## src/design/codec_cfg_pkg.sv

```systemverilog
// Shared types, init table and serial timing constants
// for the codec configuration block
package codec_cfg_pkg;

    typedef logic [4:0] reg_addr_t;              // Codec register address
    typedef logic [7:0] reg_data_t;              // Codec register value
    typedef logic [3:0] tx_gain_t;               // TX gain code
    typedef logic [4:0] rx_gain_t;               // RX gain code

    typedef enum logic [1:0] {
        OP_TX_GAIN,                              // Gain goes to data[3:0]
        OP_RX_GAIN,                              // Gain goes to data[4:0]
        OP_REG_WRITE,
        OP_REG_READ
    } cmd_op_e;

    typedef struct packed {
        cmd_op_e   op;
        reg_addr_t addr;                         // Ignored by gain ops
        reg_data_t data;
    } host_cmd_t;

    // Shift order from the MSB, as seen on sdio
    typedef struct packed {
        logic      rd;                           // 1 for a read frame
        logic [1:0] pad;                         // Byte count field, always zero
        reg_addr_t addr;
        reg_data_t data;
    } spi_frame_t;

    typedef struct packed {
        logic      en;                           // Write this entry at init
        reg_data_t value;
    } init_entry_t;

    localparam int INIT_LEN = 20;

    // Entry n targets register n
    localparam init_entry_t [0:INIT_LEN-1] INIT_TABLE = {
        {1'b0, 8'h80}, {1'b0, 8'h00}, {1'b0, 8'h00}, {1'b0, 8'h00},    // 0x00..0x03
        {1'b0, 8'h00}, {1'b0, 8'h00}, {1'b0, 8'h00},                   // 0x04..0x06
        {1'b1, 8'h20},                           // 0x07 DC offset cal, RX filter off
        {1'b0, 8'h4b},                           // 0x08 RX filter corner
        {1'b0, 8'h00}, {1'b0, 8'h00},            // 0x09, 0x0a set by gain commands
        {1'b1, 8'h20},                           // 0x0b RX gain on PGA only
        {1'b1, 8'h43},                           // 0x0c TX twos complement, interpolation
        {1'b1, 8'h03},                           // 0x0d RX twos complement
        {1'b1, 8'h81},                           // 0x0e IAMP disabled
        {1'b0, 8'h00},                           // 0x0f
        {1'b1, 8'h80}, {1'b1, 8'h00},            // 0x10, 0x11 TX gain select
        {1'b1, 8'h00}, {1'b0, 8'h00}             // 0x12, 0x13
    };

    localparam reg_addr_t TX_GAIN_REG    = 5'h0a;
    localparam reg_addr_t RX_GAIN_REG    = 5'h09;
    localparam logic [3:0] TX_GAIN_PREFIX = 4'b0100;   // Above the 4-bit TX code
    localparam logic [2:0] RX_GAIN_PREFIX = 3'b010;    // Above the 5-bit RX code

    localparam int SCLK_HALF  = 2;               // Clocks per sclk half period
    localparam int SPI_BITS   = 16;              // Bits per frame
    localparam int HALF_CNT_W = $clog2(SCLK_HALF);
    localparam int BIT_CNT_W  = $clog2(SPI_BITS);

endpackage

```

## src/design/codec_host_port.sv

```systemverilog
// Host req/ack slave with TX and RX gain shadows,
// turns host commands into serial frames
`timescale 1ns/100ps

module codec_host_port import codec_cfg_pkg::*; (
    input  logic       clk,
    input  logic       rst,
    input  logic       host_req_i,
    input  host_cmd_t  host_cmd_i,
    output logic       host_ack_o,
    output reg_data_t  host_rdata_o,
    output logic       frame_req_o,
    output spi_frame_t frame_o,
    input  logic       frame_ack_i,
    input  reg_data_t  frame_rdata_i
);

    typedef enum logic [1:0] {IDLE, SEND, WAIT_DROP, DONE} state_e;

    state_e     state;
    cmd_op_e    op_q;                            // Op of the frame in flight
    tx_gain_t   tx_gain;                         // Last TX gain sent to the codec
    rx_gain_t   rx_gain;                         // Last RX gain sent to the codec
    tx_gain_t   cmd_tx_gain;
    rx_gain_t   cmd_rx_gain;
    logic       gain_same;                       // Gain command repeats the shadow
    spi_frame_t cmd_frame;                       // Frame built from the command

    assign cmd_tx_gain = host_cmd_i.data[3:0];
    assign cmd_rx_gain = host_cmd_i.data[4:0];

    // Command decode
    always_comb begin
        gain_same = 1'b0;
        cmd_frame = '0;
        case (host_cmd_i.op)
            OP_TX_GAIN: begin
                gain_same      = (cmd_tx_gain == tx_gain);
                cmd_frame.addr = TX_GAIN_REG;
                cmd_frame.data = {TX_GAIN_PREFIX, cmd_tx_gain};
            end
            OP_RX_GAIN: begin
                gain_same      = (cmd_rx_gain == rx_gain);
                cmd_frame.addr = RX_GAIN_REG;
                cmd_frame.data = {RX_GAIN_PREFIX, cmd_rx_gain};
            end
            OP_REG_WRITE: begin
                cmd_frame.addr = host_cmd_i.addr;
                cmd_frame.data = host_cmd_i.data;
            end
            default: begin                       // OP_REG_READ
                cmd_frame.rd   = 1'b1;
                cmd_frame.addr = host_cmd_i.addr;
            end
        endcase
    end

    always_ff @(posedge clk) begin
        if (rst) begin
            state       <= IDLE;
            host_ack_o  <= 1'b0;
            frame_req_o <= 1'b0;
            tx_gain     <= '0;
            rx_gain     <= '0;
        end else begin
            case (state)
                IDLE: if (host_req_i) begin
                    if (gain_same) begin         // Nothing to send, ack next cycle
                        host_ack_o <= 1'b1;
                        state      <= DONE;
                    end else begin
                        frame_req_o <= 1'b1;
                        state       <= SEND;
                    end
                end
                SEND: if (frame_ack_i) begin
                    frame_req_o <= 1'b0;
                    if (op_q == OP_TX_GAIN) tx_gain <= frame_o.data[3:0];
                    if (op_q == OP_RX_GAIN) rx_gain <= frame_o.data[4:0];
                    state <= WAIT_DROP;
                end
                WAIT_DROP: if (!frame_ack_i) begin   // Downstream back to idle
                    host_ack_o <= 1'b1;
                    state      <= DONE;
                end
                DONE: if (!host_req_i) begin
                    host_ack_o <= 1'b0;
                    state      <= IDLE;
                end
            endcase
        end
    end

    // Frame and read data holding
    always_ff @(posedge clk) begin
        if (state == IDLE && host_req_i) begin
            frame_o <= cmd_frame;
            op_q    <= host_cmd_i.op;
        end
        if (state == SEND && frame_ack_i) host_rdata_o <= frame_rdata_i;
    end

    // Ack only while req is up or in the cycle after it drops
    ack_follows_req: assert property (@(posedge clk) disable iff (rst)
        host_ack_o |-> (host_req_i || $past(host_req_i)));

endmodule

```

## src/design/codec_frame_sched.sv

```systemverilog
// Init table walker, then pass-through of host frames to the serial engine
`timescale 1ns/100ps

module codec_frame_sched import codec_cfg_pkg::*; (
    input  logic       clk,
    input  logic       rst,
    input  logic       host_req_i,
    input  spi_frame_t host_frame_i,
    output logic       host_ack_o,
    output reg_data_t  host_rdata_o,
    output logic       spi_req_o,
    output spi_frame_t spi_frame_o,
    input  logic       spi_ack_i,
    input  reg_data_t  spi_rdata_i,
    output logic       init_done_o
);

    typedef enum logic [1:0] {CHECK, SEND, WAIT_DROP, PASS} state_e;

    state_e      state;
    reg_addr_t   idx;                            // Table index, also the target register
    logic        init_req;                       // Req for table frames
    init_entry_t entry;
    logic        last_entry;
    spi_frame_t  init_frame;

    assign entry      = INIT_TABLE[idx];
    assign last_entry = (idx == reg_addr_t'(INIT_LEN - 1));

    always_comb begin
        init_frame      = '0;                    // Write frame, rd and pad zero
        init_frame.addr = idx;
        init_frame.data = entry.value;
    end

    always_ff @(posedge clk) begin
        if (rst) begin
            state       <= CHECK;
            idx         <= '0;
            init_req    <= 1'b0;
            init_done_o <= 1'b0;
        end else begin
            case (state)
                CHECK: begin
                    if (entry.en) begin
                        init_req <= 1'b1;
                        state    <= SEND;
                    end else if (last_entry) begin   // Disabled entry skipped in one cycle
                        init_done_o <= 1'b1;
                        state       <= PASS;
                    end else begin
                        idx <= idx + 1'b1;
                    end
                end
                SEND: if (spi_ack_i) begin
                    init_req <= 1'b0;
                    state    <= WAIT_DROP;
                end
                WAIT_DROP: if (!spi_ack_i) begin
                    if (last_entry) begin
                        init_done_o <= 1'b1;
                        state       <= PASS;
                    end else begin
                        idx   <= idx + 1'b1;
                        state <= CHECK;
                    end
                end
                PASS: state <= PASS;             // Table done, host owns the engine
            endcase
        end
    end

    // Host handshake mirrored once init is complete
    assign spi_req_o    = init_done_o ? host_req_i : init_req;
    assign spi_frame_o  = init_done_o ? host_frame_i : init_frame;
    assign host_ack_o   = init_done_o & spi_ack_i;   // Host held off during init
    assign host_rdata_o = spi_rdata_i;

endmodule

```

## src/design/codec_spi_master.sv

```systemverilog
// 16-bit serial shifter for the codec 4-wire port
// Drives sclk, sdio and sen_n, captures sdo
`timescale 1ns/100ps

module codec_spi_master import codec_cfg_pkg::*; (
    input  logic       clk,
    input  logic       rst,
    input  logic       req_i,
    input  spi_frame_t frame_i,
    output logic       ack_o,
    output reg_data_t  rdata_o,
    output logic       sclk_o,
    output logic       sdio_o,
    input  logic       sdo_i,
    output logic       sen_n_o
);

    typedef enum logic [1:0] {IDLE, LOW, HIGH, ACK} state_e;

    state_e                state;
    logic [SPI_BITS-1:0]   shreg;                // Out on the MSB, sdo in at the LSB
    logic [BIT_CNT_W-1:0]  bit_cnt;
    logic [HALF_CNT_W-1:0] half_cnt;             // Clocks into the current half period
    logic                  half_end;
    logic                  last_bit;

    assign half_end = (half_cnt == HALF_CNT_W'(SCLK_HALF - 1));
    assign last_bit = (bit_cnt == BIT_CNT_W'(SPI_BITS - 1));
    assign sdio_o   = shreg[SPI_BITS-1] & ~sen_n_o;
    assign rdata_o  = shreg[7:0];                // Data phase bits from sdo

    always_ff @(posedge clk) begin
        if (rst) begin
            state    <= IDLE;
            sen_n_o  <= 1'b1;
            sclk_o   <= 1'b0;
            ack_o    <= 1'b0;
            bit_cnt  <= '0;
            half_cnt <= '0;
        end else begin
            case (state)
                IDLE: if (req_i) begin
                    sen_n_o  <= 1'b0;            // Select on the cycle after req
                    bit_cnt  <= '0;
                    half_cnt <= '0;
                    state    <= LOW;
                end
                LOW: begin
                    if (half_end) begin          // Codec samples sdio on this rise
                        sclk_o   <= 1'b1;
                        half_cnt <= '0;
                        state    <= HIGH;
                    end else begin
                        half_cnt <= half_cnt + 1'b1;
                    end
                end
                HIGH: begin
                    if (half_end) begin
                        sclk_o   <= 1'b0;
                        half_cnt <= '0;
                        if (last_bit) begin      // Deselect and ack together
                            sen_n_o <= 1'b1;
                            ack_o   <= 1'b1;
                            state   <= ACK;
                        end else begin
                            bit_cnt <= bit_cnt + 1'b1;
                            state   <= LOW;
                        end
                    end else begin
                        half_cnt <= half_cnt + 1'b1;
                    end
                end
                ACK: if (!req_i) begin
                    ack_o <= 1'b0;
                    state <= IDLE;
                end
            endcase
        end
    end

    // Load on req, shift on each falling sclk
    always_ff @(posedge clk) begin
        if (state == IDLE && req_i) begin
            shreg <= frame_i;
        end else if (state == HIGH && half_end) begin
            shreg <= {shreg[SPI_BITS-2:0], sdo_i};
        end
    end

    // Clock parked low outside a frame
    sclk_idle_low: assert property (@(posedge clk) disable iff (rst)
        sen_n_o |-> !sclk_o);

endmodule

```

## src/design/codec_cfg_top.sv

```systemverilog
// Codec configuration top: host port, frame scheduler and serial engine
`timescale 1ns/100ps

module codec_cfg_top import codec_cfg_pkg::*; (
    input  logic      clk,
    input  logic      rst,
    input  logic      host_req_i,
    input  host_cmd_t host_cmd_i,
    output logic      host_ack_o,
    output reg_data_t host_rdata_o,
    output logic      init_done_o,
    output logic      sclk_o,
    output logic      sdio_o,
    input  logic      sdo_i,
    output logic      sen_n_o
);

    logic       hf_req;                          // Host port to scheduler
    spi_frame_t hf_frame;
    logic       hf_ack;
    reg_data_t  hf_rdata;
    logic       sf_req;                          // Scheduler to serial engine
    spi_frame_t sf_frame;
    logic       sf_ack;
    reg_data_t  sf_rdata;

    codec_host_port u_host_port (
        .clk           (clk),
        .rst           (rst),
        .host_req_i    (host_req_i),
        .host_cmd_i    (host_cmd_i),
        .host_ack_o    (host_ack_o),
        .host_rdata_o  (host_rdata_o),
        .frame_req_o   (hf_req),
        .frame_o       (hf_frame),
        .frame_ack_i   (hf_ack),
        .frame_rdata_i (hf_rdata)
    );

    codec_frame_sched u_frame_sched (
        .clk          (clk),
        .rst          (rst),
        .host_req_i   (hf_req),
        .host_frame_i (hf_frame),
        .host_ack_o   (hf_ack),
        .host_rdata_o (hf_rdata),
        .spi_req_o    (sf_req),
        .spi_frame_o  (sf_frame),
        .spi_ack_i    (sf_ack),
        .spi_rdata_i  (sf_rdata),
        .init_done_o  (init_done_o)
    );

    codec_spi_master u_spi_master (
        .clk     (clk),
        .rst     (rst),
        .req_i   (sf_req),
        .frame_i (sf_frame),
        .ack_o   (sf_ack),
        .rdata_o (sf_rdata),
        .sclk_o  (sclk_o),
        .sdio_o  (sdio_o),
        .sdo_i   (sdo_i),
        .sen_n_o (sen_n_o)
    );

endmodule

```

## config.mk

```make
export PLATFORM = sky130hd
export DESIGN_NAME = codec_cfg_top
export DESIGN_NICKNAME = d
export VERILOG_FILES = /design/src/design/codec_cfg_pkg.sv /design/src/design/codec_host_port.sv /design/src/design/codec_frame_sched.sv /design/src/design/codec_spi_master.sv /design/src/design/codec_cfg_top.sv
export SDC_FILE = /design/constraint.sdc
export NUM_CORES = 1
export LEC_CHECK = 0
export ABC_AREA = 1
export BUFFER_PORTS_ARGS = -buffer_cell sky130_fd_sc_hd__buf_2
export CAP_MARGIN = 20
export CORE_MARGIN = 5
export CORE_UTILIZATION = 50
export CTS_BUF_LIST = sky130_fd_sc_hd__clkbuf_2
export DETAILED_ROUTE_END_ITERATION = 10
export PLACE_DENSITY = 0.67
export REMOVE_ABC_BUFFERS = 1
export SYNTH_ARGS = -nofsm -noshare
export SYNTH_HDL_FRONTEND = slang
export SYNTH_SLANG_ARGS = --single-unit
```

## constraint.sdc

```tcl
create_clock -name clk -period 2.9 [get_ports clk]
set_input_delay 0.29 -clock clk [delete_from_list [all_inputs] [get_ports clk]]
set_output_delay 0.29 -clock clk [all_outputs]
set_load 0.005 [all_outputs]
```

==> results.md, run 1 <==
* Dpl ws at 0.979 ns
* Reg area at 1840 um^2
* DP Area at 3800 um^2
* Max Freq at 514 MHz
* Placed cell count at 534
* Finished Cell Area at 3970 um^2
* Syn Inst Count at 415
* Fin util at 57.7%
* Syn. warnings at 0
* Gpl congestion at 0.832
* Core Area at 6870 um^2
* Die area at 8940 um^2
* Final min period at 1.95 ns
* Clk_lat worst skew at 0.52 ns
* Largest family of logic cells by synthesized area: simple AND/OR/NAND/NOR gates
* Post-DR vias/cell at 5.14
* Total leakage power at 1.67 nW
* Most frequent cells in the layout: 91 x nand2_1, 53 x inv_1, 46 x nor2_1, 40 x edfxtp_1, 32 x dfxtp_1
* Crit-path slowest cell: nor2_2
* Total Power at 2.66 mW
* Avg WL per Cell at 12.9 um
* Logic pwr share at 25.2%
* Global-route wire length before repair at 11800 um
* Sequential element share of the synthesized area at 51.5%
* Endpoints failing setup at 0
* Crit path arrival time at 2.37 ns
* Dominant cell type by area after synthesis: edfxtp_1
* Worst R2R Path Depth at 7
* Area of the multi-input gates at 1450 um^2
* DRT antenna net count at 0
* Die height at 94.6 um
* Std cell rows at 30
* Sw Ratio at 34.2%
* Max Slew Vio Count at 0
* Final worst setup slack at 0.953 ns
* Req. time, crit path at 3.33 ns
* Hold Buf Count CTS at 1
* Crit. path cell count at 7
* Reg clk slew, reported paths at 0.22 ns
* Number of library cell types mapped by synthesis at 41
* Type of the worst setup path: reg -> reg
* Most common cell after layout, fill and taps aside: nand2_1
* Most frequent CP cell: inv_1
* Post-cts resize count at 0
* Die Wd at 94.6 um
* CP bufs+invs at 2
* Max-slew headroom at 57.6%
* Worst hold-check path type: in -> reg
* Flop-to-flop setup slack at 0.95 ns
* Kind of end point of the critical path: flop
* Finished Layout Cells at 553
* Final Hold Vio Count at 0
* Tightest Pin Transition at 0.635 ns
* FF-to-FF End: u_host_port.tx_gain[3]$_SDFFE_PP0P_
* Hpwl dp at 5300 um
* Htree depth at 3
* Buffers on Ports at 31
* Seq pwr share at 50.2%
* CP Launch Type: flop
* Area grow syn2layout at 11.0%
* Initial core utilization at 52.0%
* Max FO, Critical Path at 10
* Area contributors post-synth: edfxtp_1 34%, dfxtp_1 18%, nand2_1 9.6%, inv_1 5.6%, ha_1 4.9%
* Synth Area in Compound Gates at 13.1%
* Initial DRC count at 216
* GRT Overall Usage at 16.9%
* Fill cells at 635
* Share of cells above drive strength 1 at 16.0%
* CTS Buffer Depth at 2
* CTS buffer count at 9
* Post-synthesis cell area at 3570 um^2
* Max-cap viol count at 0
* Largest net degree at the start of global routing at 23
* Min-delay src: sdo_i
* XOR/XNOR share of the synthesized area at 0.735%
* Final Cycle Share at 67.1%
* Final WL at 7150 um
* Cells along the critical path: inv_1, ha_1, inv_1, nor2_2, nand3b_1, o21ai_0, a21oi_1
* Setup TNS Final at 0 ns
* Initial DRT Pass Iterations at 5
* Peak VDD IR at 0.425 mV
* Remaining DRCs at 0
* Final #Nets at 485
* Root Buffer: clkbuf_2
* Max Clock Skew at 0.0289 ns
* Antenna cell count at 0
* Simple-gate area share of the yosys netlist at 21.7%
* Syn_area_per_cell at 8.61 um^2
* I/O pin cnt at 32
* Initial antenna violation count at 0
* Slowest stage delay, CP at 0.48 ns
* Post-CTS setup buffer count at 0
* Family with the most delay on the worst path: simple AND/OR/NAND/NOR gates
* Hold_ws at 0.0505 ns
* Via count at 2845
* Power Density at 671 nW/um^2
* Hold EP: u_spi_master.shreg[0]$_DFFE_PP_
* CTS tree: done
* Internal power at 1.75 mW
* Flops & latches, synth at 72
* Psw at 0.912 mW
* CTS Sinks at 72
* Adder-cell share of the synthesized area at 4.90%
* Status: finished, final reports clean
* Unrepaired setup endpoints after global routing: false
* Grt ovf at 0
* Clock power share at 24.6%
* Post-synthesis mux area share at 0%
* Vias in the first global route at 2602
* R2r startpoint: u_host_port.state[1]$_SDFFE_PP0P_
* Hold Crit Depth at 3
* Synth top area share at 33.6%
## layer usage
metal / GRT usage [%] / routed length [um] / up-vias / part of all wire, %
li1: - / - / 1453 / -
met2: 28.2 / 3450 / 92 / 48
met4: 5.05 / 82 / 0 / 1.1
met5: 0 / 0 / - / 0
met3: 4.78 / 400 / 8 / 5.6
met1: 21.5 / 3210 / 1292 / 45
## worst max-delay path by stage
stage | to | from | slack [ns]
finish | u_host_port.tx_gain[3]$_SDFFE_PP0P_ | u_host_port.state[1]$_SDFFE_PP0P_ | 0.95
global route | u_host_port.tx_gain[1]$_SDFFE_PP0P_ | u_host_port.state[0]$_SDFFE_PP0P_ | 0.76
CTS | u_spi_master.shreg[2]$_DFFE_PP_ | u_spi_master.state[0]$_SDFFE_PP0P_ | 0.94
detailed placement | u_spi_master.shreg[9]$_DFFE_PP_ | u_spi_master.state[0]$_SDFFE_PP0P_ | 0.98
global placement | u_spi_master.shreg[14]$_SDFFCE_PP0P_ | u_spi_master.state[0]$_SDFFE_PP0P_ | 1.03
floorplan | u_spi_master.shreg[0]$_DFFE_PP_ | u_frame_sched.init_done_o$_SDFFE_PP0P_ | 1.05
## power groups by stage
stage | combinational (mW) | sequential, mW | clock, mW
after floorplan | 0.522 | 1.32 | 0
after CTS | 0.670 | 1.33 | 0.673
after global placement | 0.653 | 1.35 | 0
after detailed placement | 0.663 | 1.36 | 0
after global routing | 0.768 | 1.35 | 0.720
final | 0.671 | 1.34 | 0.655
## synth_stat cells (all sizes together)
cell type and count:
nand3 19, a31oi 5, a22oi 1, nand2 96, o21ai 32, o211ai 2, ha 14, a21boi 2
a41oi 1, clkbuf 2, buf 7, o22ai 1, clkinv 1, a21oi 34, nor2 47, or2 3
a211oi 1, a221oi 1, a32oi 2, nand4 3, dfxtp 32, nor3 7, xor2 3, nand3b 1
edfxtp 40, inv 58
## tightest hold or removal path, stage by stage
cell and delay, ns:
buf_2 0.09, nand2_1 0.04, o21ai_0 0.06
## kinds of logic after synthesis
kind of cell,count (synthesis)
flip-flops,72
XOR/XNOR,3
buffers and inverters,68
adder cells (fa/ha/maj),14
AND/OR/NAND/NOR,176
AO/OA/AOI/OAI,82
## layout make-up
cell class | count | area share [%]
Inverter | 59 | 5.71
Clock inverter | 7 | 2.40
Tap cell | 96 | 3.03
Clock buffer | 9 | 1.14
Timing Repair Buffer | 35 | 4.86
Multi-Input combinational cell | 275 | 36.4
Sequential cell | 72 | 46.4
## registers in the layout (all words and copies together) (netlist names)
register and cells:
u_host_port.host_ack_o 1, u_frame_sched.state 2, u_spi_master.sclk_o 1, u_host_port.rx_gain 5, u_spi_master.half_cnt 1, u_spi_master.bit_cnt 4
u_host_port.frame_o 14, u_host_port.state 2, u_spi_master.shreg 16, u_frame_sched.init_done_o 1, u_host_port.frame_req_o 1, u_spi_master.ack_o 1
u_frame_sched.init_req 1, u_host_port.tx_gain 4, u_host_port.host_rdata_o 8, u_spi_master.state 2, u_spi_master.sen_n_o 1, u_frame_sched.idx 5
u_host_port.op_q 2
Note: power is estimated with default switching activity, not from simulation.
==> run 2: changes to the inputs <==
Settings changed: ABC_AREA 1 to 0, PLACE_DENSITY 0.67 to 0.7.
Clock period 2.9 ns to 1.7 ns, I/O delays scaled along.
==> run 2 against run 1 <==
Net effect:
- synthesized cell count shrank 16%
- the flow now finishes with violations (negative setup slack)
- design area is 9.3% higher
- critical path type unchanged
- combinational power up 79%
==> results.md, run 2 <==
* Root Buffer: clkbuf_2
* Type of the worst setup path: reg -> reg
* GRT Overall Usage at 18.0%
* Final #Nets at 451
* Largest Register: u_spi_master.shreg
* Max-slew headroom at 77.0%
* Syn Inst Count at 350
* Fin util at 63.5%
* Final worst setup slack at -0.0481 ns
* Final Hold Vio Count at 0
* Kind of end point of the critical path: flop
* Total leakage power at 1.69 nW
* Synth top area share at 33.9%
* Dominant cell type by area after synthesis: edfxtp_1
* Most frequent cells in the layout: 41 x nand2_1, 40 x edfxtp_1, 31 x buf_2, 28 x a21oi_1, 26 x dfxtp_1
* Std cell rows at 30
* CP Launch Type: flop
* Buffers on Ports at 31
* Req. time, crit path at 2.10 ns
* Initial DRC count at 173
* Max Slew Vio Count at 0
* Initial DRT Pass Iterations at 5
* Tightest Pin Transition at 0.339 ns
* Fill cells at 565
* Syn_area_per_cell at 10.1 um^2
* Primary FF master, synth: edfxtp_1
* I/O pin cnt at 32
* Vias in the first global route at 2671
* Max-cap viol count at 0
* Power Density at 1030 nW/um^2
* Area contributors post-synth: edfxtp_1 34%, dfxtp_1 18%, ha_1 4.9%, nand2_1 4.5%, a21oi_1 4.1%
* Syn. warnings at 0
* Remaining DRCs at 0
* Core Area at 6830 um^2
* Flops & latches, synth at 72
* DRT antenna net count at 0
* Max Freq at 572 MHz
* Endpoints failing setup at 3
* Placed cell count at 482
* Final min period at 1.75 ns
* Sequential element share of the synthesized area at 52.0%
* Peak VDD IR at 0.610 mV
* Finished Layout Cells at 519
* Initial core utilization at 51.8%
* Number of library cell types mapped by synthesis at 49
* Area grow syn2layout at 22.4%
* Htree depth at 3
* Unrepaired setup endpoints after global routing: true
* Antenna cell count at 0
* Ys async rst share at 0%
* Max Clock Skew at 0.0145 ns
* Die Wd at 94.2 um
* Grt ovf at 0
* CTS buffer count at 9
* CTS Buffer Depth at 2
* Worst hold-check path type: in -> reg
* Post-synthesis cell area at 3540 um^2
* Global-route wire length before repair at 12400 um
* Final Cycle Share at 103%
* Number of flip-flops under the largest register name at 16
* Crit path arrival time at 2.15 ns
* Clk_lat worst skew at 0.49 ns
* Via count at 2717
* Top-count cell post-synth: nand2_1
* CTS Sinks at 72
* Post-DR vias/cell at 5.24
* CTS tree: done
* Hpwl dp at 5200 um
* Max FO, Critical Path at 4
* Share of cells above drive strength 1 at 24.3%
* Biggest regs: u_spi_master.shreg: 16 flops, u_host_port.frame_o: 14 flops, u_host_port.host_rdata_o: 8 flops
* Status: finished with violations
* Number of synthesized flops with an enable pin at 40
* Most common cell after layout, fill and taps aside: nand2_1
* Gpl congestion at 0.815
* Die area at 8870 um^2
* Initial antenna violation count at 0
* Die height at 94.2 um
* Commonest cells post-synth: 42 x nand2_1, 40 x edfxtp_1, 32 x dfxtp_1
* Largest net degree at the start of global routing at 31
* Avg WL per Cell at 14.2 um
* Failing checks: negative setup slack
* Final WL at 7390 um
* Reg clk slew, reported paths at 0.20 ns
[run 2: changes by cell type after synthesis, moves of 4 or more]
| cell | before | now |
|---|---|---|
| nand2b_1 | 0 | 6 |
| xor2_1 | 3 | 8 |
| xnor2_1 | 0 | 4 |
| inv_1 | 53 | 19 |
| clkbuf_1 | 2 | 9 |
| nand3_2 | 6 | 0 |
| o21ai_0 | 30 | 22 |
| buf_2 | 1 | 7 |
| mux2i_1 | 0 | 13 |
| and2_1 | 0 | 9 |
| nor2_1 | 46 | 25 |
| nand2_2 | 4 | 0 |
| nand2_1 | 91 | 42 |
[run 2: cell type report]
class                           count  area [um^2]  share of cell area [%]
Inverter                           19         71.3                    1.64
Timing Repair Buffer               75          569                    13.1
Sequential cell                    72         1850                    42.6
Clock inverter                      6         60.1                    1.38
Clock buffer                       10         50.0                    1.15
Multi-Input combinational cell    241         1620                    37.3
Tap cell                           96          120                    2.77
[run 2: critical path, cell delays in order (launching register included)]
cell      delay, ns
dfxtp_2        0.38
ha_4           0.17
or3_4          0.34
o21ai_4        0.09
a211oi_4       0.10
nor3b_4        0.26
mux2_4         0.32
[run 2: metrics by stage]
step / hold slack (ns) / power (mW) / setup slack (ns) / instance area (um^2) / setup TNS (ns)
final: 0.0739 / 4.45 / -0.0481 / 4340 / -0.109
after global routing: 0.0325 / 4.72 / -0.115 / 4340 / -0.434
after CTS: 0.0208 / 4.42 / -0.0812 / 4290 / -0.201
after detailed placement: 0.437 / 3.45 / -0.225 / 3940 / -0.709
after global placement: 0.431 / 3.40 / -0.158 / 3940 / -0.443
after floorplan: 0.239 / 2.98 / -0.969 / 3460 / -26.69
[run 2: cell families (layout without fill, tap and decap cells)]
family,after synthesis,count (layout),share of synthesized area [%]
compound gates,74,74,12.9
xor+xnor,12,12,2.97
fa+ha+maj,14,14,4.95
buf+inv,37,110,4.38
flops,72,72,52.0
mux,17,17,5.23
simple gates,124,124,17.6
[run 2: worst paths after layout]
check / from / end / slack [ns] / depth (start not counted)
setup reg to reg: u_frame_sched.idx[0]$_SDFFE_PP0P_ / u_frame_sched.idx[2]$_SDFFE_PP0P_ / -0.05 / 6
hold / removal: rst / u_spi_master.sen_n_o$_SDFFE_PP1P_ / 0.07 / 3
hold reg to reg: u_host_port.rx_gain[0]$_SDFFE_PP0P_ / u_host_port.rx_gain[0]$_SDFFE_PP0P_ / 0.48 / 2
setup / recovery: u_frame_sched.idx[0]$_SDFFE_PP0P_ / u_frame_sched.idx[2]$_SDFFE_PP0P_ / -0.05 / 6
[run 2: repair_timing]
action | 4_1_cts | 5_1_grt
gates resized for setup | 6 | 18
buffers inserted | 4 | 1
hold buffers | 17 | 0
pin swaps | 6 | 7
setup endpoints to repair | 6 | 20
hold endpoints to repair | 16 | 0
[run 2: where the power goes]
| group | internal [mW] | switching, mW | total, mW |
|---|---|---|---|
| logic | 0.547 | 0.650 | 1.20 |
| clock network | 0.339 | 0.601 | 0.940 |
| registers | 2.14 | 0.175 | 2.31 |
[run 2: layer usage]
| metal | up-vias | routed length, um | track usage (%) |
|---|---|---|---|
| met4 | 0 | 108 | 6.14 |
| met3 | 12 | 327 | 4.17 |
| li1 | 1365 | - | - |
| met1 | 1276 | 3240 | 22.9 |
| met5 | - | 0 | 0 |
| met2 | 64 | 3720 | 30.1 |
==> run 3: changes to the inputs <==
--- a/config.mk
+++ b/config.mk
@@ -12,5 +12,5 @@
 export CORE_UTILIZATION = 50
-export CTS_BUF_LIST = sky130_fd_sc_hd__clkbuf_2
+export CTS_BUF_LIST = sky130_fd_sc_hd__clkbuf_4 sky130_fd_sc_hd__clkbuf_8
 export DETAILED_ROUTE_END_ITERATION = 10
-export PLACE_DENSITY = 0.7
+export PLACE_DENSITY = 0.81
 export REMOVE_ABC_BUFFERS = 1
--- a/constraint.sdc
+++ b/constraint.sdc
@@ -3,2 +3,2 @@
 set_output_delay 0.17 -clock clk [all_outputs]
-set_load 0.005 [all_outputs]
+set_load 0.05 [all_outputs]
==> run 3 against run 2 <==
Net effect:
- the run still ends with negative setup slack left
- utilization decreased by 1.4 points
- critical path type unchanged
- global-route usage fell by 1.3 points
- critical endpoint unchanged
- hold slack improved by 0.014 ns
- critical path depth did not move
- highest routed layer unchanged
- combinational power rose by 3%
- clock-buffer cell count is 1 higher
- register-to-register slack about the same
- first-iteration DRC count down 25%
==> results.md, run 3 (synthesis gave the netlist of run 2 again) <==
* Max Clock Skew at 0.0100 ns
* Final WL at 6930 um
* Hpwl dp at 5030 um
* Cells along the critical path: ha_4, or3_4, o21ai_4, a211oi_4, nor3b_4, mux2_4
* Core Area at 6830 um^2
* Grt ovf at 0
* Family with the most delay on the worst path: simple AND/OR/NAND/NOR gates
* Tightest Pin Transition at 0.338 ns
* Most frequent cells in the layout: 42 x nand2_1, 40 x edfxtp_1, 31 x buf_2, 28 x a21oi_1, 28 x dfxtp_1
* Initial DRT Pass Iterations at 4
* CP bufs+invs at 0
* Crit-path slowest cell: dfxtp_2
* Type of the worst setup path: reg -> reg
* Max Freq at 576 MHz
* Unrepaired setup endpoints after global routing: true
* Via count at 2671
* Finished Layout Cells at 503
* Final #Nets at 435
* Global-route wire length before repair at 11400 um
* Status: finished with violations
* Final worst setup slack at -0.0365 ns
* Die area at 8870 um^2
* Final Cycle Share at 102%
* Gpl congestion at 0.851
* Crit path arrival time at 1.96 ns
* Reg clk slew, reported paths at 0.07 ns
* GRT Overall Usage at 16.7%
* Antenna cell count at 0
* Die height at 94.2 um
* DRT antenna net count at 0
* Peak VDD IR at 0.687 mV
* Hold Buf Count CTS at 0
* Largest Register: u_spi_master.shreg
* Flop-to-flop setup slack at -0.04 ns
* Most common cell after layout, fill and taps aside: nand2_1
* Power Density at 1150 nW/um^2
* Buffers on Ports at 31
* Remaining DRCs at 0
* Total Power at 4.89 mW
* Die Wd at 94.2 um
* Avg WL per Cell at 13.8 um
* Initial antenna violation count at 0
* Clk_lat worst skew at 0.34 ns
* Initial core utilization at 51.8%
* Max FO, Critical Path at 4
* Max-cap viol count at 0
* Total leakage power at 1.64 nW
* Placed cell count at 483
* Initial DRC count at 129
* CTS Sinks at 72
* Root Buffer: clkbuf_8
* Area grow syn2layout at 19.8%
* Post-DR vias/cell at 5.31
* Biggest regs: u_spi_master.shreg: 16 flops, u_host_port.frame_o: 14 flops, u_host_port.host_rdata_o: 8 flops
* Failing checks: negative setup slack
* Share of cells above drive strength 1 at 24.6%
* I/O pin cnt at 32
* Largest net degree at the start of global routing at 31
* Htree depth at 3
* Std cell rows at 30
* CTS tree: done
* Max-slew headroom at 77.5%
* Kind of end point of the critical path: flop
* CTS Buffer Depth at 2
* Req. time, crit path at 1.93 ns
* Vias in the first global route at 2534
* Final Hold Vio Count at 0
* Final min period at 1.74 ns
* Max Slew Vio Count at 0
* Slowest stage delay, CP at 0.34 ns
* Worst hold-check path type: in -> reg
* Number of flip-flops under the largest register name at 16
* CTS buffer count at 9
* CP Launch Type: flop
* Endpoints failing setup at 4
==> run 3: changes by cell type in the layout (fill, tap and decap cells not counted), sizes merged <==
| cell | delta |
|---|---|
| clkinv | -3 |
| inv | +1 |
| dlygate4sd3 | -17 |
| clkinvlp | +1 |
| clkbuf | +1 |
| buf | +1 |
==> run 3: repair_timing <==
item                       in CTS  in global routing
buffers inserted                3                  1
setup endpoints to repair       5                 20
gates cloned                    0                  0
pin swaps                       6                  3
hold endpoints to repair        0                  0
gates resized for setup         7                 11
==> run 3: per-layer routing <==
| metal | global-route usage (%) | share of wire [%] |
|---|---|---|
| met1 | 20.9 | 45 |
| met2 | 27.0 | 47 |
| met3 | 3.29 | 5.1 |
| met4 | 9.15 | 2.9 |
| met5 | 0 | 0 |
==> run 3: per-stage QoR <==
stage	setup TNS (ns)	utilization [%]	hold slack (ns)	cell area, um^2	worst slack, ns
2_1_floorplan	-45.31	-	0.239	3460	-1.27
3_3_place_gp	-0.503	57.8	0.432	3950	-0.145
5_1_grt	-0.338	62.1	0.0829	4240	-0.106
4_1_cts	-0.144	61.6	0.0698	4210	-0.0605
6_report	-0.0712	62.1	0.0876	4240	-0.0365
3_5_place_dp	-0.900	57.8	0.432	3950	-0.226
==> run 3: worst paths after layout <==
path | start | endpoint | cells past startpoint
max | u_frame_sched.idx[1]$_SDFFE_PP0P_ | u_frame_sched.idx[2]$_SDFFE_PP0P_ | 6
min | host_cmd_i[13] | u_host_port.op_q[0]$_DFFE_PP_ | 1
max reg2reg | u_frame_sched.idx[1]$_SDFFE_PP0P_ | u_frame_sched.idx[2]$_SDFFE_PP0P_ | 6
min reg2reg | u_spi_master.shreg[0]$_DFFE_PP_ | u_host_port.host_rdata_o[0]$_DFFE_PP_ | 0
==> run 3: cell type report <==
class	count	area, um^2
Fill cell	573	2590
Sequential cell	72	1850
Multi-Input combinational cell	241	1610
Timing Repair Buffer	59	403
Clock buffer	11	139
Tap cell	96	120
Inverter	19	71.3
Clock inverter	5	57.6
==> run 3: power by group <==
part	internal [mW]	leakage [nW]	total [mW]	switching, mW
clock	0.711	0.0944	1.34	0.626
sequential	2.14	0.634	2.31	0.173
combinational	0.537	0.912	1.24	0.703
